===== src/fft_ctrl_pkg.sv =====
/*
 * Output mode encoding, settings bus type, register map and readback constants
 */

package fft_ctrl_pkg;

  // Codes above MAG_SQ_OUT fall back to the complex bypass
  typedef enum logic [1:0] {
    COMPLEX_OUT = 2'd0,
    MAG_OUT     = 2'd1,
    MAG_SQ_OUT  = 2'd2
  } mag_mode_e;

  typedef struct packed {
    logic        stb;
    logic [7:0]  addr;
    logic [31:0] data;
  } setting_bus_t;

  // Offsets from the block's settings base
  localparam int unsigned SR_RESET_OFFS = 0;
  localparam int unsigned SR_MODE_OFFS  = 2;

  localparam logic [7:0]  RB_RESET_ADDR = 8'd0;
  localparam logic [7:0]  RB_MODE_ADDR  = 8'd1;
  localparam logic [63:0] RB_BAD_ADDR   = 64'h0BAD_C0DE_0BAD_C0DE;

  // Largest positive sc16 value
  localparam logic [15:0] OUT_MAX = 16'd32767;

endpackage


===== src/fft_stream_pkg.sv =====
/*
 * Complex sample and stream beat types for the magnitude datapath
 */

package fft_stream_pkg;

  // Complex FFT bin, I in the upper half
  typedef struct packed {
    logic signed [15:0] i;
    logic signed [15:0] q;
  } sc16_t;

  // One beat of the input or output stream
  typedef struct packed {
    logic [31:0] data;
    logic        last;
  } stream_beat_t;

  // Approximator result with the original bin carried along
  typedef struct packed {
    logic [16:0] mag;
    sc16_t       bin;
    logic        last;
  } mag_beat_t;

  localparam int unsigned SAMPLE_W = 16;
  localparam int unsigned MAG_W    = 17;

endpackage

===== src/fft_mag_top.sv =====
/*
 * Spectrum output stage top level: settings, magnitude engines and combiner
 */

`timescale 1ns/1ps

module fft_mag_top #(
  parameter int unsigned SR_BASE = 131
) (
  input  logic                         ce_clk,
  input  logic                         i_rst,
  input  fft_ctrl_pkg::setting_bus_t   i_set,
  input  logic [7:0]                   i_rb_addr,
  output logic [63:0]                  o_rb_data,
  input  fft_stream_pkg::stream_beat_t i_in_beat,
  input  logic                         i_in_valid,
  output logic                         o_in_ready,
  output fft_stream_pkg::stream_beat_t o_out_beat,
  output logic                         o_out_valid,
  input  logic                         i_out_ready
);

  fft_ctrl_pkg::mag_mode_e   mode;
  logic                      pipe_rst;
  fft_stream_pkg::mag_beat_t mag_beat;
  logic                      mag_valid;
  logic [31:0]               mag_sq;

  fft_settings #(
    .SR_BASE(SR_BASE)
  ) i_settings (
    .ce_clk     (ce_clk),
    .i_rst      (i_rst),
    .i_set      (i_set),
    .i_rb_addr  (i_rb_addr),
    .o_rb_data  (o_rb_data),
    .o_mode     (mode),
    .o_pipe_rst (pipe_rst)
  );

  ////////////////////////////////////////////////////////////
  // Engines, both stepped by the combiner's advance
  ////////////////////////////////////////////////////////////

  cplx_mag_approx i_mag_approx (
    .ce_clk     (ce_clk),
    .i_pipe_rst (pipe_rst),
    .i_advance  (o_in_ready),
    .i_beat     (i_in_beat),
    .i_valid    (i_in_valid),
    .o_beat     (mag_beat),
    .o_valid    (mag_valid)
  );

  cplx_mag_sq i_mag_sq (
    .ce_clk     (ce_clk),
    .i_pipe_rst (pipe_rst),
    .i_advance  (o_in_ready),
    .i_beat     (i_in_beat),
    .o_mag_sq   (mag_sq)
  );

  mag_out_select i_out_select (
    .ce_clk      (ce_clk),
    .i_pipe_rst  (pipe_rst),
    .i_mode      (mode),
    .i_mag       (mag_beat),
    .i_mag_valid (mag_valid),
    .i_mag_sq    (mag_sq),
    .o_advance   (o_in_ready),
    .o_beat      (o_out_beat),
    .o_valid     (o_out_valid),
    .i_ready     (i_out_ready)
  );

endmodule


===== src/mag_out_select.sv =====
/*
 * Output register with mode select, round and clip to 16 bits,
 * and the advance signal for the whole pipeline
 */

`timescale 1ns/1ps

module mag_out_select (
  input  logic                         ce_clk,
  input  logic                         i_pipe_rst,
  input  fft_ctrl_pkg::mag_mode_e      i_mode,
  input  fft_stream_pkg::mag_beat_t    i_mag,
  input  logic                         i_mag_valid,
  input  logic [31:0]                  i_mag_sq,
  output logic                         o_advance,
  output fft_stream_pkg::stream_beat_t o_beat,
  output logic                         o_valid,
  input  logic                         i_ready
);

  logic [15:0]                  mag_clip;
  logic [32:0]                  sq_round;
  logic [17:0]                  sq_scaled;
  logic [15:0]                  sq_clip;
  fft_stream_pkg::stream_beat_t next_beat;

  fft_stream_pkg::stream_beat_t beat_q;
  logic                         valid_q;

  ////////////////////////////////////////////////////////////
  // Result selection
  ////////////////////////////////////////////////////////////

  assign mag_clip = (i_mag.mag > 17'(fft_ctrl_pkg::OUT_MAX)) ?
                    fft_ctrl_pkg::OUT_MAX : i_mag.mag[15:0];

  // Round half up before dropping 15 fraction bits
  assign sq_round  = 33'(i_mag_sq) + 33'd16384;
  assign sq_scaled = sq_round[32:15];
  assign sq_clip   = (sq_scaled > 18'(fft_ctrl_pkg::OUT_MAX)) ?
                     fft_ctrl_pkg::OUT_MAX : sq_scaled[15:0];

  always_comb begin
    next_beat.last = i_mag.last;
    case (i_mode)
      fft_ctrl_pkg::MAG_OUT:    next_beat.data = {mag_clip, 16'd0};
      fft_ctrl_pkg::MAG_SQ_OUT: next_beat.data = {sq_clip, 16'd0};
      default:                  next_beat.data = i_mag.bin;
    endcase
  end

  ////////////////////////////////////////////////////////////
  // Output register and flow control
  ////////////////////////////////////////////////////////////

  // Pipeline moves when the output slot is free or being drained
  assign o_advance = !valid_q || i_ready;

  always_ff @(posedge ce_clk) begin
    if (o_advance) begin
      beat_q <= next_beat;
    end
  end

  always_ff @(posedge ce_clk) begin
    if (i_pipe_rst) begin
      valid_q <= 1'b0;
    end else if (o_advance) begin
      valid_q <= i_mag_valid;
    end
  end

  assign o_beat  = beat_q;
  assign o_valid = valid_q;

endmodule


===== src/cplx_mag_sq.sv =====
/*
 * Two stage I squared plus Q squared engine
 */

`timescale 1ns/1ps

module cplx_mag_sq (
  input  logic                         ce_clk,
  input  logic                         i_pipe_rst,
  input  logic                         i_advance,
  input  fft_stream_pkg::stream_beat_t i_beat,
  output logic [31:0]                  o_mag_sq
);

  fft_stream_pkg::sc16_t in_bin;
  logic signed [31:0]    prod_i;
  logic signed [31:0]    prod_q;

  logic [31:0]           sq_i_q;
  logic [31:0]           sq_q_q;
  logic [31:0]           sum_q;

  assign in_bin = fft_stream_pkg::sc16_t'(i_beat.data);

  // Squares are never negative, largest is 2^30
  assign prod_i = in_bin.i * in_bin.i;
  assign prod_q = in_bin.q * in_bin.q;

  ////////////////////////////////////////////////////////////
  // Pipeline, moves in step with the approximator
  ////////////////////////////////////////////////////////////

  always_ff @(posedge ce_clk) begin
    if (i_pipe_rst) begin
      sq_i_q <= '0;
      sq_q_q <= '0;
      sum_q  <= '0;
    end else if (i_advance) begin
      sq_i_q <= 32'(prod_i);
      sq_q_q <= 32'(prod_q);
      sum_q  <= sq_i_q + sq_q_q;
    end
  end

  assign o_mag_sq = sum_q;

endmodule


===== src/cplx_mag_approx.sv =====
/*
 * Two stage max plus scaled min magnitude estimate,
 * original bin and last flag carried alongside
 */

`timescale 1ns/1ps

module cplx_mag_approx (
  input  logic                       ce_clk,
  input  logic                       i_pipe_rst,
  input  logic                       i_advance,
  input  fft_stream_pkg::stream_beat_t i_beat,
  input  logic                       i_valid,
  output fft_stream_pkg::mag_beat_t  o_beat,
  output logic                       o_valid
);

  fft_stream_pkg::sc16_t in_bin;
  logic [15:0]           abs_i;
  logic [15:0]           abs_q;

  // Stage one
  logic [15:0]           abs_i_q;
  logic [15:0]           abs_q_q;
  fft_stream_pkg::sc16_t bin_1_q;
  logic                  last_1_q;
  logic                  valid_1_q;

  // Stage two
  logic [15:0]           max_v;
  logic [15:0]           min_v;
  fft_stream_pkg::mag_beat_t beat_2_q;
  logic                  valid_2_q;

  assign in_bin = fft_stream_pkg::sc16_t'(i_beat.data);

  // -32768 wraps to 16'h8000, which read unsigned is 32768
  assign abs_i = in_bin.i[15] ? 16'(-in_bin.i) : 16'(in_bin.i);
  assign abs_q = in_bin.q[15] ? 16'(-in_bin.q) : 16'(in_bin.q);

  assign max_v = (abs_i_q >= abs_q_q) ? abs_i_q : abs_q_q;
  assign min_v = (abs_i_q >= abs_q_q) ? abs_q_q : abs_i_q;

  always_ff @(posedge ce_clk) begin
    if (i_advance) begin
      abs_i_q       <= abs_i;
      abs_q_q       <= abs_q;
      bin_1_q       <= in_bin;
      last_1_q      <= i_beat.last;
      beat_2_q.mag  <= 17'(max_v) + 17'(min_v >> 2) + 17'(min_v >> 3);
      beat_2_q.bin  <= bin_1_q;
      beat_2_q.last <= last_1_q;
    end
  end

  always_ff @(posedge ce_clk) begin
    if (i_pipe_rst) begin
      valid_1_q <= 1'b0;
      valid_2_q <= 1'b0;
    end else if (i_advance) begin
      valid_1_q <= i_valid;
      valid_2_q <= valid_1_q;
    end
  end

  assign o_beat  = beat_2_q;
  assign o_valid = valid_2_q;

endmodule


===== src/fft_settings.sv =====
/*
 * Settings register decode for output mode and soft reset,
 * combined pipeline reset and readback mux
 */

`timescale 1ns/1ps

module fft_settings #(
  parameter int unsigned SR_BASE = 131
) (
  input  logic                       ce_clk,
  input  logic                       i_rst,
  input  fft_ctrl_pkg::setting_bus_t i_set,
  input  logic [7:0]                 i_rb_addr,
  output logic [63:0]                o_rb_data,
  output fft_ctrl_pkg::mag_mode_e    o_mode,
  output logic                       o_pipe_rst
);

  localparam logic [7:0] RESET_ADDR = 8'(SR_BASE + fft_ctrl_pkg::SR_RESET_OFFS);
  localparam logic [7:0] MODE_ADDR  = 8'(SR_BASE + fft_ctrl_pkg::SR_MODE_OFFS);

  logic                    soft_rst_q;
  fft_ctrl_pkg::mag_mode_e mode_q;
  logic                    wr_reset;
  logic                    wr_mode;

  ////////////////////////////////////////////////////////////
  // Register writes
  ////////////////////////////////////////////////////////////

  assign wr_reset = i_set.stb && (i_set.addr == RESET_ADDR);
  assign wr_mode  = i_set.stb && (i_set.addr == MODE_ADDR);

  always_ff @(posedge ce_clk) begin
    if (i_rst) begin
      soft_rst_q <= 1'b0;
      mode_q     <= fft_ctrl_pkg::COMPLEX_OUT;
    end else begin
      if (wr_reset) begin
        soft_rst_q <= i_set.data[0];
      end
      if (wr_mode) begin
        mode_q <= fft_ctrl_pkg::mag_mode_e'(i_set.data[1:0]);
      end
    end
  end

  // Soft reset holds the datapath until cleared by software
  assign o_pipe_rst = i_rst | soft_rst_q;
  assign o_mode     = mode_q;

  ////////////////////////////////////////////////////////////
  // Readback
  ////////////////////////////////////////////////////////////

  always_comb begin
    case (i_rb_addr)
      fft_ctrl_pkg::RB_RESET_ADDR: o_rb_data = {63'd0, soft_rst_q};
      fft_ctrl_pkg::RB_MODE_ADDR:  o_rb_data = {62'd0, mode_q};
      default:                     o_rb_data = fft_ctrl_pkg::RB_BAD_ADDR;
    endcase
  end

endmodule


===== config.mk =====
export PLATFORM = sky130hd
export DESIGN_NAME = fft_mag_top
export DESIGN_NICKNAME = d
export VERILOG_FILES = /design/src/fft_ctrl_pkg.sv /design/src/fft_stream_pkg.sv /design/src/fft_mag_top.sv /design/src/mag_out_select.sv /design/src/cplx_mag_sq.sv /design/src/cplx_mag_approx.sv /design/src/fft_settings.sv
export SDC_FILE = /design/constraint.sdc
export NUM_CORES = 2
export LEC_CHECK = 0
export ABC_AREA = 1
export BUFFER_PORTS_ARGS = -buffer_cell sky130_fd_sc_hd__buf_2
export CAP_MARGIN = 40
export CORE_AREA = 2 2 266 268
export CTS_CLUSTER_DIAMETER = 100
export DETAILED_ROUTE_END_ITERATION = 10
export DIE_AREA = 0 0 268 270
export GPL_ROUTABILITY_DRIVEN = 0
export PLACE_DENSITY = 0.64
export SYNTH_ARGS = -nofsm -noshare
export SYNTH_HDL_FRONTEND = slang
export SYNTH_SLANG_ARGS = --single-unit

===== constraint.sdc =====
create_clock -name ce_clk -period 32.4 [get_ports ce_clk]
set_clock_uncertainty 0.2 [all_clocks]
set_input_delay 9.72 -clock ce_clk [delete_from_list [all_inputs] [get_ports ce_clk]]
set_output_delay 9.72 -clock ce_clk [all_outputs]
set_load 0.1 [all_outputs]

==> results.md <==
* GR Util All Layers at 0.221
* Synthesized netlist cell count at 4203
* # nets final at 5047
* TritonCTS sink count at 230
* Final setup TNS at 0 ns
* Vias at between 20000 and 30000
* Final hold viol count at 0
* Buffer count from post-CTS setup fixing at 0
* Final setup viols at 0
* Req. time, crit path at roughly 22 ns
* Warnings, synthesis at 0
* Number of diodes at 0
* HP Class: register to register
* Total grt overflow at 0
* # hold bufs at CTS at 0
* Most frequent cell after synthesis: inv_1
* Pre-antenna DRT Iters at 6
* Detail Route met3 WL at 4.95 mm
* Core Util, Final at 0.506
* Pin count of the biggest net entering global routing at 98
* Highest metal used: met5
* Fin Hold WS at between 0.2 and 0.25 ns
* Synth area leaders: fa_1 (29%), edfxtp_1 (13%), inv_1 (13%)
* # IOs at approximately 190
* Minimum clock period at roughly 21 ns
* Cell taking the most area after synthesis: fa_1
* DR WL/cell at between 10 and 15 µm
* Number of synthesized flops with an enable pin at between 100 and 150
* Fin crit share at 0.653
* Post-synthesis sequential area ratio at 0.183
* FF+latch count, synth at 230
* CTS resizes at 0
* Dpl hpwl at 62.9 mm
* Synth cell types at between 40 and 50
* Synth top area share at 0.292
* FP Rows at 97
* Main synth FF type: edfxtp_1
* Post-DR vias/cell at 4.86
* Num CTS Buffers at 27
* Starting Density at 0.475
* Max_cap viols at 0
* Final wirelength at approximately 76 mm
* Port Buf Inserts at roughly 120
* Layout area overhead at 6.45%
* Clock buffer depth at 3
* CORE AREA at between 60000 and 70000 µm²
* Share of post-route cells with drive strength above 1 at 0.0615
* First-pass GRT wire length at 129 mm
* CTS clock-pin slew for the worst setup and hold paths at ~0.06 ns
* RSZ-0062 raised after global routing: false
* Placed cells at 5138
* Initial antenna violation count at 1
* TritonCTS clock tree: yes
* Pins over their slew limit at 0
* Vias in the first global route at 25500
* Chip Height at 270 µm
* Crit Path Max Fanout at slightly below 100
* Synth top cells by count: inv_1 (1126), nand2_1 (916), fa_1 (482)
* ANT nets after route at 0
* Finished Layout Cells at just over 5000
* Slew @ Worst Pin at roughly 0.83 ns
* Post-Syn Area at around 33000 µm²
* Worst path arrival time at about 11 ns
* Fmax achieved at about 47 MHz
* CP Capture Type: output pin
* Clk Latency, worst-skew pair at between 0.5 and 0.6 ns
* Filler Cells Inserted at between 6000 and 7000
* M1 wire length at approximately 34 mm
* Clock Tree Root: clkbuf_16
* 1st-iter DRT viols at around 1800
* Met2 WL post-DR at 35.1 mm
* Die area at slightly above 70000 µm²
* CP Launch Type: input pin
* DRC at 0
* Outcome: finished clean
* Htree depth at 1
* Die X-Extent at 268 µm
* Max_slew headroom at 0.445
* Critical path class: input pin to output pin
* Async S/R FF share, synth at 0
* Avg Synthesized Cell Area at 7.87 µm²
worst paths after layout:
| check | from | endpoint | slack, ns | cells after the start |
|---|---|---|---|---|
| max | i_out_ready | o_in_ready | 11.24 | 5 |
| min | i_mag_approx.bin_1_q[11] | i_mag_approx.o_beat[12] | 0.21 | 0 |
| max reg2reg | i_mag_approx.abs_i_q[15] | i_mag_approx.o_beat[49] | 27.66 | 16 |
| min reg2reg | i_mag_approx.bin_1_q[11] | i_mag_approx.o_beat[12] | 0.21 | 0 |
critical path, stage by stage:
cell and delay (ns):
buf_2 0.08, nor2_2 0.03, buf_4 0.25, inv_8 0.49, buf_2 0.55
state kept, by name, indices dropped and copies added (netlist names):
signal                  count
i_mag_approx.o_beat        50
i_out_select.o_beat        33
i_mag_approx.bin_1_q       32
i_mag_sq.sq_i_q            30
i_mag_sq.sq_q_q            30
i_mag_sq.o_mag_sq          18
i_mag_approx.abs_i_q       15
i_mag_approx.abs_q_q       15
i_settings.o_mode           2
i_mag_approx.last_1_q       1
i_mag_approx.o_valid        1
i_mag_approx.valid_1_q      1
i_out_select.o_valid        1
i_settings.soft_rst_q       1
layout by cell type, fill, tap and decap left out, types with 29 or more instances in the layout:
cell         n
dfxtp_1     84
buf_2      123
nor3_1      29
o21bai_1    53
xor2_1      83
edfxtp_1   146
conb_1      31
nand3_1    156
fa_1       482
nor2_1     224
nand4_1     39
o21ai_0    111
ha_1       252
inv_1     1126
inv_2       30
a21oi_1    143
nand2_1    916
stage by stage:
step           cell area (µm²)  setup WS [ns]
6_report                 35200          11.24
5_1_grt                  35200          11.15
3_5_place_dp             34200          11.24
4_1_cts                  35200          11.24
2_1_floorplan            33200           7.44
3_3_place_gp             34200          11.25
layer usage:
layer,up-vias,global-route usage
li1,12500,-
met1,12000,0.311
met2,645,0.363
met3,88,0.0330
met4,2,0.0475
met5,-,0
logic make-up (layout without fill, tap and decap cells):
logic type / after synthesis / after routing / synth area share
AOI/OAI and AO/OA: 380 / 380 / 0.0653
xor gates and xnor gates: 107 / 107 / 0.0286
adders and majority gates: 734 / 734 / 0.387
buffers and inverters: 1328 / 1342 / 0.158
DFF: 230 / 230 / 0.183
muxes: 1 / 1 / 0.000303
other: 1 / 31 / 0.000113
and+or+nand+nor: 1422 / 1422 / 0.177
area by class of cell:
| cell class | count | area (µm²) | share of cell area |
|---|---|---|---|
| multi-input cells | 2675 | 21900 | 0.622 |
| inverters | 1160 | 4360 | 0.124 |
| repair buffers | 133 | 731 | 0.0208 |
| clock inverters | 15 | 224 | 0.00636 |
| well taps | 940 | 1180 | 0.0334 |
| flip-flops and latches | 230 | 6070 | 0.172 |
| clock buffers | 34 | 743 | 0.0211 |
Power is not shown: default switching activity piles up to over one toggle a cycle in this logic, so the estimate is an artifact.
